==> src/rtl/lrelu_pkg.sv <==
package lrelu_pkg;

    localparam int LANES            = 4;   // output words per engine beat
    localparam int MEMBERS          = 4;   // members in one wide input beat
    localparam int WORD_WIDTH_IN    = 24;  // accumulator width
    localparam int WORD_WIDTH_OUT   = 8;   // pixel width
    localparam int WORD_WIDTH_SCALE = 8;
    localparam int SHIFT_WIDTH      = 5;
    localparam int CONFIG_BEATS     = 3;   // header, scale, bias

    // product plus bias, with one bit of headroom for the add
    localparam int SUM_WIDTH = WORD_WIDTH_IN + WORD_WIDTH_SCALE + 1;

    typedef logic signed [WORD_WIDTH_IN-1:0]    acc_t;
    typedef logic signed [WORD_WIDTH_OUT-1:0]   pixel_t;
    typedef logic signed [WORD_WIDTH_SCALE-1:0] scale_t;
    typedef logic        [SHIFT_WIDTH-1:0]      shift_t;
    typedef logic        [1:0]                  member_t;

    localparam pixel_t PIXEL_MAX = pixel_t'(2**(WORD_WIDTH_OUT-1) - 1);
    localparam pixel_t PIXEL_MIN = pixel_t'(-(2**(WORD_WIDTH_OUT-1)));

    typedef enum logic [1:0] {
        PASS,
        BLOCK,
        WRITE_HEADER,
        WRITE_TABLE
    } seq_state_t;

    typedef struct packed {
        acc_t [MEMBERS-1:0][LANES-1:0] words;
        logic                          last;
        logic                          is_1x1;
    } wide_beat_t;

    typedef struct packed {
        acc_t [LANES-1:0] words;
        member_t          member;
        logic             last;
    } lane_beat_t;

    typedef struct packed {
        pixel_t [LANES-1:0] pixels;
        logic               last;
    } pixel_beat_t;

    typedef struct packed {
        shift_t shift;
        shift_t alpha_shift;
        logic   is_1x1;
    } lrelu_cfg_t;

endpackage

==> src/rtl/config_sequencer.sv <==
`timescale 1ns/1ns

module config_sequencer (
    input  logic                  aclk,
    input  logic                  rst_n,
    input  logic                  s_valid,
    output logic                  s_ready,
    input  lrelu_pkg::wide_beat_t s_beat,
    output logic                  dw_valid,
    input  logic                  dw_ready,
    input  logic                  drained,
    output logic                  cfg_write,
    output logic [1:0]            cfg_index
);
    import lrelu_pkg::*;

    seq_state_t state, state_next;
    logic [1:0] cfg_count, cfg_count_next;

    assign cfg_index = cfg_count;   // 0 header, 1 scale, 2 bias

    // steer the slave port
    always_comb begin
        dw_valid  = 1'b0;
        s_ready   = 1'b0;
        cfg_write = 1'b0;
        case (state)
            PASS: begin
                dw_valid = s_valid;
                s_ready  = dw_ready;
            end
            WRITE_HEADER, WRITE_TABLE: begin
                s_ready   = 1'b1;   // table takes a beat every cycle
                cfg_write = s_valid;
            end
            default: begin
                s_ready = 1'b0;     // hold off until the iteration drains
            end
        endcase
    end

    always_comb begin
        state_next     = state;
        cfg_count_next = cfg_count;
        case (state)
            PASS: begin
                if (s_valid && dw_ready && s_beat.last) begin
                    state_next = BLOCK;
                end
            end
            BLOCK: begin
                if (drained) begin
                    state_next = WRITE_HEADER;
                end
            end
            WRITE_HEADER: begin
                if (s_valid) begin
                    state_next     = WRITE_TABLE;
                    cfg_count_next = 2'd1;
                end
            end
            default: begin
                if (s_valid) begin
                    if (cfg_count == 2'(CONFIG_BEATS - 1)) begin
                        state_next     = PASS;
                        cfg_count_next = '0;
                    end else begin
                        cfg_count_next = cfg_count + 2'd1;
                    end
                end
            end
        endcase
    end

    always_ff @(posedge aclk or negedge rst_n) begin
        if (!rst_n) begin
            state     <= WRITE_HEADER;
            cfg_count <= '0;
        end else begin
            state     <= state_next;
            cfg_count <= cfg_count_next;
        end
    end

endmodule

==> src/rtl/member_downsizer.sv <==
`timescale 1ns/1ns

module member_downsizer (
    input  logic                  aclk,
    input  logic                  rst_n,
    input  logic                  s_valid,
    output logic                  s_ready,
    input  lrelu_pkg::wide_beat_t s_beat,
    output logic                  m_valid,
    input  logic                  advance,
    output lrelu_pkg::lane_beat_t m_beat
);
    import lrelu_pkg::*;

    acc_t [MEMBERS-1:0][LANES-1:0] words_q;
    logic                          last_q;
    member_t                       member_q;
    logic                          full_q;
    logic                          final_member;
    logic                          take;

    assign final_member = (member_q == member_t'(MEMBERS - 1));

    // accept a new beat when empty or while the final member leaves
    assign s_ready = !full_q || (final_member && advance);
    assign take    = s_valid && s_ready;

    assign m_valid       = full_q;
    assign m_beat.words  = words_q[member_q];
    assign m_beat.member = member_q;
    assign m_beat.last   = last_q && final_member;

    always_ff @(posedge aclk or negedge rst_n) begin
        if (!rst_n) begin
            full_q   <= 1'b0;
            member_q <= '0;
        end else begin
            if (full_q && advance) begin
                member_q <= final_member ? member_t'(0) : member_q + member_t'(1);
            end
            if (take) begin
                full_q <= 1'b1;
            end else if (final_member && advance) begin
                full_q <= 1'b0;
            end
        end
    end

    always_ff @(posedge aclk) begin
        if (take) begin
            words_q <= s_beat.words;
            last_q  <= s_beat.last;
        end
    end

endmodule

==> src/rtl/lrelu_lane.sv <==
`timescale 1ns/1ns

module lrelu_lane (
    input  logic              aclk,
    input  logic              rst_n,
    input  logic              advance,
    input  lrelu_pkg::acc_t   acc,
    input  lrelu_pkg::scale_t scale,
    input  lrelu_pkg::acc_t   bias,
    input  lrelu_pkg::shift_t shift,
    input  lrelu_pkg::shift_t alpha_shift,
    output lrelu_pkg::pixel_t pixel
);
    import lrelu_pkg::*;

    logic signed [SUM_WIDTH-1:0] prod_q;     // stage 1
    acc_t                        bias_q;
    shift_t                      shift_q;
    shift_t                      alpha1_q;
    logic signed [SUM_WIDTH-1:0] shr_q;      // stage 2
    shift_t                      alpha2_q;
    logic signed [SUM_WIDTH-1:0] leak;
    pixel_t                      sat;
    pixel_t                      pixel_q;    // stage 3

    // negative values get the extra power-of-two slope
    always_comb begin
        leak = shr_q[SUM_WIDTH-1] ? (shr_q >>> alpha2_q) : shr_q;
        if (leak > PIXEL_MAX) begin
            sat = PIXEL_MAX;
        end else if (leak < PIXEL_MIN) begin
            sat = PIXEL_MIN;
        end else begin
            sat = pixel_t'(leak);
        end
    end

    always_ff @(posedge aclk or negedge rst_n) begin
        if (!rst_n) begin
            prod_q   <= '0;
            bias_q   <= '0;
            shift_q  <= '0;
            alpha1_q <= '0;
            shr_q    <= '0;
            alpha2_q <= '0;
            pixel_q  <= '0;
        end else if (advance) begin
            prod_q   <= acc * scale;
            bias_q   <= bias;          // config travels with the data
            shift_q  <= shift;
            alpha1_q <= alpha_shift;
            shr_q    <= (prod_q + bias_q) >>> shift_q;
            alpha2_q <= alpha1_q;
            pixel_q  <= sat;
        end
    end

    assign pixel = pixel_q;

endmodule

==> src/rtl/lrelu_engine.sv <==
`timescale 1ns/1ns

module lrelu_engine (
    input  logic                   aclk,
    input  logic                   rst_n,
    input  logic                   cfg_write,
    input  logic [1:0]             cfg_index,
    input  lrelu_pkg::wide_beat_t  cfg_beat,
    input  logic                   s_valid,
    input  lrelu_pkg::lane_beat_t  s_beat,
    input  logic                   advance,
    output logic                   drained,
    output logic                   m_valid,
    output lrelu_pkg::pixel_beat_t m_beat
);
    import lrelu_pkg::*;

    lrelu_cfg_t                      cfg_q;
    scale_t [MEMBERS-1:0][LANES-1:0] scale_q;
    acc_t   [LANES-1:0]              bias_q;
    member_t                         scale_sel;
    logic   [2:0]                    valid_q;
    logic   [2:0]                    last_q;
    pixel_t [LANES-1:0]              pixels;

    // control part of the config
    always_ff @(posedge aclk or negedge rst_n) begin
        if (!rst_n) begin
            cfg_q <= '0;
        end else if (cfg_write && cfg_index == 2'd0) begin
            cfg_q.shift       <= shift_t'(cfg_beat.words[0][0]);
            cfg_q.alpha_shift <= shift_t'(cfg_beat.words[0][1]);
            cfg_q.is_1x1      <= cfg_beat.is_1x1;
        end
    end

    // scale and bias table, simply overwritten each iteration
    always_ff @(posedge aclk) begin
        if (cfg_write && cfg_index == 2'd1) begin
            for (int m = 0; m < MEMBERS; m++) begin
                for (int l = 0; l < LANES; l++) begin
                    scale_q[m][l] <= scale_t'(cfg_beat.words[m][l]);   // low byte
                end
            end
        end
        if (cfg_write && cfg_index == 2'd2) begin
            bias_q <= cfg_beat.words[0];
        end
    end

    assign scale_sel = cfg_q.is_1x1 ? s_beat.member : member_t'(0);

    for (genvar l = 0; l < LANES; l++) begin : g_lane
        lrelu_lane u_lane (
            .aclk        (aclk),
            .rst_n       (rst_n),
            .advance     (advance),
            .acc         (s_beat.words[l]),
            .scale       (scale_q[scale_sel][l]),
            .bias        (bias_q[l]),
            .shift       (cfg_q.shift),
            .alpha_shift (cfg_q.alpha_shift),
            .pixel       (pixels[l])
        );
    end

    // valid and last follow the lane stages
    always_ff @(posedge aclk or negedge rst_n) begin
        if (!rst_n) begin
            valid_q <= '0;
            last_q  <= '0;
        end else if (advance) begin
            valid_q <= {valid_q[1:0], s_valid};
            last_q  <= {last_q[1:0], s_valid && s_beat.last};
        end
    end

    assign drained       = s_valid && s_beat.last && advance;
    assign m_valid       = valid_q[2];
    assign m_beat.pixels = pixels;
    assign m_beat.last   = last_q[2];

endmodule

==> src/rtl/output_slice.sv <==
`timescale 1ns/1ns

module output_slice (
    input  logic                   aclk,
    input  logic                   rst_n,
    input  logic                   s_valid,
    output logic                   s_ready,
    input  lrelu_pkg::pixel_beat_t s_beat,
    output logic                   m_valid,
    input  logic                   m_ready,
    output lrelu_pkg::pixel_beat_t m_beat
);
    import lrelu_pkg::*;

    pixel_beat_t main_q, spare_q;
    logic        main_valid_q, spare_valid_q;
    logic        load_main;
    logic        fill_spare;

    // main register is free or being emptied this cycle
    assign load_main  = !main_valid_q || m_ready;
    assign fill_spare = s_valid && !spare_valid_q && !load_main;

    assign s_ready = !spare_valid_q;   // straight from a flop
    assign m_valid = main_valid_q;
    assign m_beat  = main_q;

    always_ff @(posedge aclk or negedge rst_n) begin
        if (!rst_n) begin
            main_valid_q  <= 1'b0;
            spare_valid_q <= 1'b0;
        end else if (load_main) begin
            main_valid_q  <= spare_valid_q || s_valid;
            spare_valid_q <= 1'b0;
        end else if (fill_spare) begin
            spare_valid_q <= 1'b1;
        end
    end

    always_ff @(posedge aclk) begin
        if (load_main) begin
            main_q <= spare_valid_q ? spare_q : s_beat;   // spare drains first
        end
        if (fill_spare) begin
            spare_q <= s_beat;
        end
    end

endmodule

==> src/rtl/axis_lrelu_engine.sv <==
`timescale 1ns/1ns

module axis_lrelu_engine (
    input  logic                   aclk,
    input  logic                   rst_n,
    input  logic                   s_valid,
    output logic                   s_ready,
    input  lrelu_pkg::wide_beat_t  s_beat,
    output logic                   m_valid,
    input  logic                   m_ready,
    output lrelu_pkg::pixel_beat_t m_beat
);
    import lrelu_pkg::*;

    logic        dw_valid, dw_ready;
    logic        cfg_write;
    logic [1:0]  cfg_index;
    logic        lane_valid;
    lane_beat_t  lane_beat;
    logic        advance;   // slice ready, enables every engine stage
    logic        drained;
    logic        eng_valid;
    pixel_beat_t eng_beat;

    config_sequencer u_sequencer (
        .aclk      (aclk),
        .rst_n     (rst_n),
        .s_valid   (s_valid),
        .s_ready   (s_ready),
        .s_beat    (s_beat),
        .dw_valid  (dw_valid),
        .dw_ready  (dw_ready),
        .drained   (drained),
        .cfg_write (cfg_write),
        .cfg_index (cfg_index)
    );

    member_downsizer u_downsizer (
        .aclk    (aclk),
        .rst_n   (rst_n),
        .s_valid (dw_valid),
        .s_ready (dw_ready),
        .s_beat  (s_beat),
        .m_valid (lane_valid),
        .advance (advance),
        .m_beat  (lane_beat)
    );

    lrelu_engine u_engine (
        .aclk      (aclk),
        .rst_n     (rst_n),
        .cfg_write (cfg_write),
        .cfg_index (cfg_index),
        .cfg_beat  (s_beat),      // config beats come in at full width
        .s_valid   (lane_valid),
        .s_beat    (lane_beat),
        .advance   (advance),
        .drained   (drained),
        .m_valid   (eng_valid),
        .m_beat    (eng_beat)
    );

    output_slice u_slice (
        .aclk    (aclk),
        .rst_n   (rst_n),
        .s_valid (eng_valid),
        .s_ready (advance),
        .s_beat  (eng_beat),
        .m_valid (m_valid),
        .m_ready (m_ready),
        .m_beat  (m_beat)
    );

endmodule

==> config.mk <==
export PLATFORM = sky130hd
export DESIGN_NAME = axis_lrelu_engine
export DESIGN_NICKNAME = d
export VERILOG_FILES = /design/src/rtl/lrelu_pkg.sv /design/src/rtl/config_sequencer.sv /design/src/rtl/member_downsizer.sv /design/src/rtl/lrelu_lane.sv /design/src/rtl/lrelu_engine.sv /design/src/rtl/output_slice.sv /design/src/rtl/axis_lrelu_engine.sv
export SDC_FILE = /design/constraint.sdc
export NUM_CORES = 2
export LEC_CHECK = 0
export ABC_AREA = 1
export BUFFER_PORTS_ARGS = -buffer_cell sky130_fd_sc_hd__buf_4
export CAP_MARGIN = 40
export CORE_MARGIN = 2
export CORE_UTILIZATION = 40
export DETAILED_ROUTE_END_ITERATION = 10
export PLACE_DENSITY = 0.53
export SETUP_SLACK_MARGIN = 0.05
export SYNTH_ARGS = -nofsm -noshare
export SYNTH_HDL_FRONTEND = slang
export SYNTH_SLANG_ARGS = --single-unit
==> constraint.sdc <==
create_clock -name aclk -period 40.2 [get_ports aclk]
set_input_delay 4.02 -clock aclk [delete_from_list [all_inputs] [get_ports aclk]]
set_output_delay 4.02 -clock aclk [all_outputs]
set_load 0.02 [all_outputs]
# ---- After elaboration in Yosys (flattened, before gate mapping)
# Cells that the tools add are included.
# Widths: inputs -> output; s select.
dict set report classes {
  add_sub_neg 6
  multipliers 4
  div 0
  magnitude_cmp 10
  eq_ne 9
  n_shift 8
  n_mux 36
  bitwise_logic 1
  n_reduce_logical 30
}
# operator n
set op_table {}
lappend op_table {{$sshr 33x5->33} 8}
lappend op_table {{$bmux 96 s2} 1}
lappend op_table {{$mux 33} 5}
lappend op_table {{$add 33x24->33} 4}
lappend op_table {{$gt 33x8->1 const B} 4}
lappend op_table {{$lt 33x8->1 const B} 4}
lappend op_table {{$mul 24x8->32} 4}
lappend op_table {{$mux 96} 1}
lappend op_table {{$bmux 32 s2} 1}
lappend op_table {{$mux 8} 8}
lappend op_table {{$mux 32} 1}
lappend op_table {{$mux 2} 10}
lappend op_table {{$logic_and 1x1->1} 13}
lappend op_table {{$eq 2x2->1 const B} 4}
lappend op_table {{$lt 2x3->1 const B} 2}
lappend op_table {{$mux 1} 6}
lappend op_table {{$pmux 2 s3} 1}
lappend op_table {{$reduce_and 5->1} 1}
lappend op_table {{$add 2x1->2 const B} 2}
lappend op_table {{$eq 2x1->1 const B} 2}
lappend op_table {{$logic_not 1->1} 4}
lappend op_table {{$logic_not 2->1} 2}
lappend op_table {{$ne 2x2->1 const B} 2}
lappend op_table {{$pmux 2 s2} 1}
lappend op_table {{other kinds (9)} 13}
dict set report totals {
  reg_bits 1108
  latchBits 0
  ram_bits 0
  rom_bits 0
  inputBits 390
  out_inout_bits 35
  elab_cells 181
  mem_count 0
}

# ---- Longest topological paths before layout
dict set report depth {
  word_depth 7
  depth_mapped 30
  ltp_nobuf 28
}

# ---- By module
# A second synthesis with hierarchy kept.
dict set report unflattened {
  cells_unflattened 13683
  area_unflattened_um2 98326.8
}
# module n_inst cells_per_inst area_per_inst_um2 seq_area_each_um2
set modules_own_cells {}
lappend modules_own_cells {{lrelu_lane at u_engine.g_lane[0].u_lane} 1 2817 17563.1 2802.7}
lappend modules_own_cells {{lrelu_lane at u_engine.g_lane[1].u_lane} 1 2821 17559.3 2802.7}
lappend modules_own_cells {{lrelu_lane at u_engine.g_lane[2].u_lane} 1 2803 17468.0 2802.7}
lappend modules_own_cells {{lrelu_lane at u_engine.g_lane[3].u_lane} 1 2805 17389.2 2802.7}
lappend modules_own_cells {member_downsizer 1 1524 16384.5 11636.2}
lappend modules_own_cells {lrelu_engine 1 683 9037.4 7151.9}
lappend modules_own_cells {output_slice 1 182 2577.5 2031.9}
lappend modules_own_cells {config_sequencer 1 48 347.8 101.3}

# ---- Worst setup path after synthesis
# OpenSTA, ideal clock, no wires.
dict set report synth_timing {
  path_kind {in2reg}
  start {in s_valid}
  end {reg u_downsizer.last_q (enable)}
  setup_time_ps 1604
  t_arrival_ps 29796
  required_time_ps 38596
  path_slack_ps 8799
  stages 2
  path_buffers 0
  path_cell_list {inv_1 > nor3_1}
}
dict set report synth_via {
  elab_chain_cells 2
}
# element line_no
set synth_rtl {}
lappend synth_rtl {{from (decl)} axis_lrelu_engine.sv:6} ;# input logic s_valid,
lappend synth_rtl {{$mux 1} config_sequencer.sv:27} ;# case (state)
lappend synth_rtl {{$logic_and 1x1->1} member_downsizer.sv:26} ;# assign take = s_valid && s_ready;
lappend synth_rtl {{via u_downsizer.take} member_downsizer.sv:20} ;# logic take;
lappend synth_rtl {{to (signal assigned)} member_downsizer.sv:52} ;# last_q <= s_beat.last;
lappend synth_rtl {{to (decl)} member_downsizer.sv:16} ;# logic last_q;
# The timed path passes the listed nets, and every way through them passes these cells.
# A chain may end at the register's enable or synchronous reset.

# ---- Worst setup path in the final report
dict set report layout_timing {
  start {reg u_downsizer.member_q[0]}
  end {reg u_engine.g_lane[3].u_lane.prod_q[23]}
}
dict set report layout_via {
  elab_chain_cells 4
  elab_cells_between_ends 6
  classes_between {1 x mul; 5 x mux}
}
# element line_no
set layout_rtl {}
lappend layout_rtl {{from (decl)} member_downsizer.sv:17} ;# member_t member_q;
lappend layout_rtl {{from (signal assigned)} member_downsizer.sv:39} ;# member_q <= final_member ? member_t'(0) : member_q + member_t'(1);
lappend layout_rtl {{$mux 2} lrelu_engine.sv:51} ;# assign scale_sel = cfg_q.is_1x1 ? s_beat.member : member_t'(0);
lappend layout_rtl {{$bmux 32 s2} lrelu_engine.sv:59} ;# .scale (scale_q[scale_sel][l]),
lappend layout_rtl {{$mux 32} -}
lappend layout_rtl {{$mul 24x8->32 *} lrelu_lane.sv:48} ;# prod_q <= acc * scale;
lappend layout_rtl {{to (signal assigned)} lrelu_lane.sv:48}
lappend layout_rtl {{to (decl)} lrelu_lane.sv:16} ;# logic signed [SUM_WIDTH-1:0] prod_q;
# Mark *: on every way between the ends. The rest lies on a longest branch, timed or not. The select of a mux whose other input is x is not followed.

==> key figures <==
Layout
  – Area grow syn2layout: 11.6%
  – Finished Cell Area: 0.104 mm^2
  – Most common cell after layout, fill and taps aside: nand2_1
  – Final Util: 44.8%
  – Nets: 13973
  – Commonest non-fill, non-tap cells in the layout: 3587 x nand2_1, 1712 x inv_1, 1485 x nand3_1
  – Share of cells above drive strength 1: 9.66%
  – Fill cell count: 23648

Route
  – Wirelength per Cell: 20.1 um
  – Initial DRT Pass Iterations: 6
  – Vias: 82268
  – Post-route DRC: 0
  – WL final: 318 mm
  – Via density: 5.22
  – Final antenna-violating net count: 0
  – DR iter-0 viols: 6832

Floorplan
  – Number of top-level pins: 425
  – Die ar.: 0.237 mm^2
  – Site Rows: 177
  – Core area: 0.232 mm^2
  – Die Y-Extent: 486 um
  – Die width: 486 um
  – Effective utilization at floorplan: 40.1%

Clock network
  – Skew-Pair Late Insertion Delay: 0.83 ns
  – Root Driver: clkbuf_16
  – Htree depth: 4
  – CTS tree: done
  – CTS Buf Count: 134
  – Hold_buf cts: 0
  – CTS sink count: 1104
  – Post-CTS setup buffer count: 0
  – Clock tree buffer depth: 3
  – PostCTS Resize Cnt: 0
  – Register clock-pin slew on the reported worst setup and hold paths: 0.06 ns

Timing
  – Slew HR: 25.4%
  – RSZ-0062 raised after global routing: false
  – Highest Clock Rate: 128 MHz
  – Worst slew pin tran: 1.12 ns
  – Final Hold Viols: 0
  – Final worst-path cycle share: 19.5%
  – Final count of negative-setup-slack endpoints: 0
  – Final Max Tran Viols: 0
  – Minimum clock period: 7.84 ns
  – Worst hold slack: 0.430 ns
  – Clock skew: 0.0729 ns
  – Setup TNS: 0 ns

Logic synthesis
  – Yosys cell types: 60
  – Most used DFF post-synth: edfxtp_1
  – Number of synthesized flops with an enable pin: 675
  – Syn avg cell area: 7.50 um^2
  – Post-synthesis register bit count: 1104
  – Mapped Nets: 13787
  – Post-synth ARST share: 38.9%
  – Synthesized instance count: 12412
  – Post-Syn Area: 0.0931 mm^2
  – Synth Warn #: 0
  – Sequential share of the synthesized area: 33.3%

Worst setup path
  – R2R Path Start: u_downsizer.member_q[0]
  – Worst setup SP type: flip-flop
  – Required @ worst endpoint: 40.87 ns
  – Crit path DAT: 8.50 ns
  – Worst-path maximum fanout: 104
  – Critical Path End Type: flip-flop
  – Critical Path Source: u_downsizer.member_q[0]
  – CP Class: flip-flop to flip-flop

Outcome
  – Outcome: finished, final reports clean

Global routing
  – Antenna violations before repair: 34
  – Largest net degree at the start of global routing: 164
  – Gr ovfl total: 0
  – Tot GR Track Use: 26.8%
  – Vias in the first global route: 81416
  – Global-route wire length before repair: 492 mm

Worst hold path
  – Worst Hold Class: flip-flop to flip-flop
  – Hold path start: u_engine.bias_q[26]

Placed design
  – # port buffers: 424
  – Post-DP HPWL: 248 mm
  – Placer Congestion: 0.941
  – Area after DPL: 0.0994 mm^2

Flow run
  – Max Cap Violations: 0
-- logic make-up (layout without fill, tap and decap cells) --
kind of cell	after synthesis	in the layout	share of synthesized area, %
XOR/XNOR	83	83	0.781
buffers and inverters	2248	2543	9.35
flip-flops	1104	1104	33.3
other	0	12	0
adder cells (fa/ha/maj)	985	985	18.1
AO/OA/AOI/OAI	1038	1038	6.99
AND/OR/NAND/NOR	6948	6948	31.4
multiplexers	6	6	0.0712
-- worst paths after layout --
check	end	slack, ns	depth (start not counted)
setup reg to reg	u_engine.g_lane[3].u_lane.prod_q[23]	32.36	25
min in group asynchronous	u_engine.g_lane[3].u_lane.pixel[5]	3.15	1
hold reg to reg	u_engine.g_lane[1].u_lane.bias_q[2]	0.43	2
max in group asynchronous	u_engine.g_lane[0].u_lane.alpha2_q[1]	34.43	5
hold / removal	u_engine.g_lane[1].u_lane.bias_q[2]	0.43	2
setup / recovery	u_engine.g_lane[3].u_lane.prod_q[23]	32.36	25
-- critical path: stages (launching register included) --
cell and delay (ns):
dfrtp_4 0.81, inv_6 0.36, buf_4 0.42, buf_4 0.34, or2_2 0.34, a32oi_1 0.66
inv_1 0.14, nand2_1 0.13, fa_1 0.46, fa_1 0.55, inv_1 0.05, fa_1 0.47
inv_1 0.05, fa_1 0.48, inv_1 0.04, ha_1 0.33, nand2_1 0.07, a31oi_1 0.16
nor2_1 0.09, o21ai_0 0.37, a21oi_1 0.22, o21ai_0 0.35, a21boi_0 0.18, or2_2 0.30
nand3_1 0.09, nand2_1 0.07
-- Yosys cell counts (6+ instances only) --
master    number  area, um^2
fa_1         608       12200
a31oi_1       33         206
xnor2_1       45         394
o21ai_1       43         215
a32oi_1       95         832
ha_1         377        4720
o22ai_1       12        75.1
nand2_2        6        37.5
o21ai_0      280        1400
a22oi_1       59         443
xor2_1        38         333
o21a_1         7        52.6
nor2_1      1374        5160
o21bai_1      15         113
buf_1         77         289
a22o_1        18         158
inv_1       1717        6440
a21o_1        13        97.6
o211ai_1      85         638
o211ai_2      25         313
or2_2        376        2350
o31ai_1        8        60.1
and2_1        19         119
buf_6         21         236
nand3b_1      20         150
a21oi_1      305        1530
nand4_1       40         250
clkbuf_1     365        1370
dfrtp_1      428       10700
buf_2         49         245
nand2_1     3589       13500
inv_2          7        26.3
a32o_1         9        90.1
edfxtp_1     675       20300
nand3_1     1485        7430
o221ai_1       6        52.6
nor3_1        24         120
a21boi_0       6        45.0
-- through the flow --
stage | setup slack, ns | cells
6_report | 32.36 | 15762
5_1_grt | 31.84 | 15756
4_1_cts | 32.29 | 15744
3_5_place_dp | 32.30 | 15499
3_3_place_gp | 32.35 | 15475
2_1_floorplan | 8.80 | 12412
-- sequential cells by signal (all words and copies together) (netlist names) --
signal and cells:
u_engine.g_lane.u_lane.bias_q 96, u_engine.cfg_q 11, u_slice.m_beat 33, u_engine.bias_q 96
u_downsizer.words_q 384, u_engine.g_lane.u_lane.shift_q 5, u_sequencer.cfg_index 2, u_sequencer.state 2
u_engine.g_lane.u_lane.alpha2_q 5, u_engine.g_lane.u_lane.prod_q 128, u_slice.spare_q 33, u_engine.scale_q 128
u_slice.spare_valid_q 1, u_downsizer.last_q 1, u_engine.last_q 3, u_downsizer.m_valid 1
u_engine.g_lane.u_lane.shr_q 132, u_downsizer.member_q 2, u_slice.m_valid 1, u_engine.valid_q 3
u_engine.g_lane.u_lane.pixel 32, u_engine.g_lane.u_lane.alpha1_q 5
-- per-layer routing --
metal | vias up | wire [um] | global-route usage [%]
li1 | 39984 | - | -
met2 | 2486 | 140000 | 41.7
met4 | 8 | 6770 | 5.85
met5 | - | 54 | 0
met3 | 311 | 21100 | 4.49
met1 | 39479 | 150000 | 38.9
-- cell type report --
| class | count | area [um^2] | area share [%] |
|---|---|---|---|
| multi-input combinational | 9060 | 53400 | 51.4 |
| inverter | 1729 | 6530 | 6.28 |
| antenna | 12 | 30.0 | 0.0289 |
| tap | 3043 | 3810 | 3.66 |
| clock buffer | 166 | 3620 | 3.48 |
| sequential | 1104 | 31000 | 29.9 |
| timing repair buffer | 569 | 4670 | 4.49 |
| clock inverter | 79 | 786 | 0.756 |
Power is left out: the tool's default activity adds up to more than one toggle a clock period on the data nets, which glitch-free logic cannot reach.
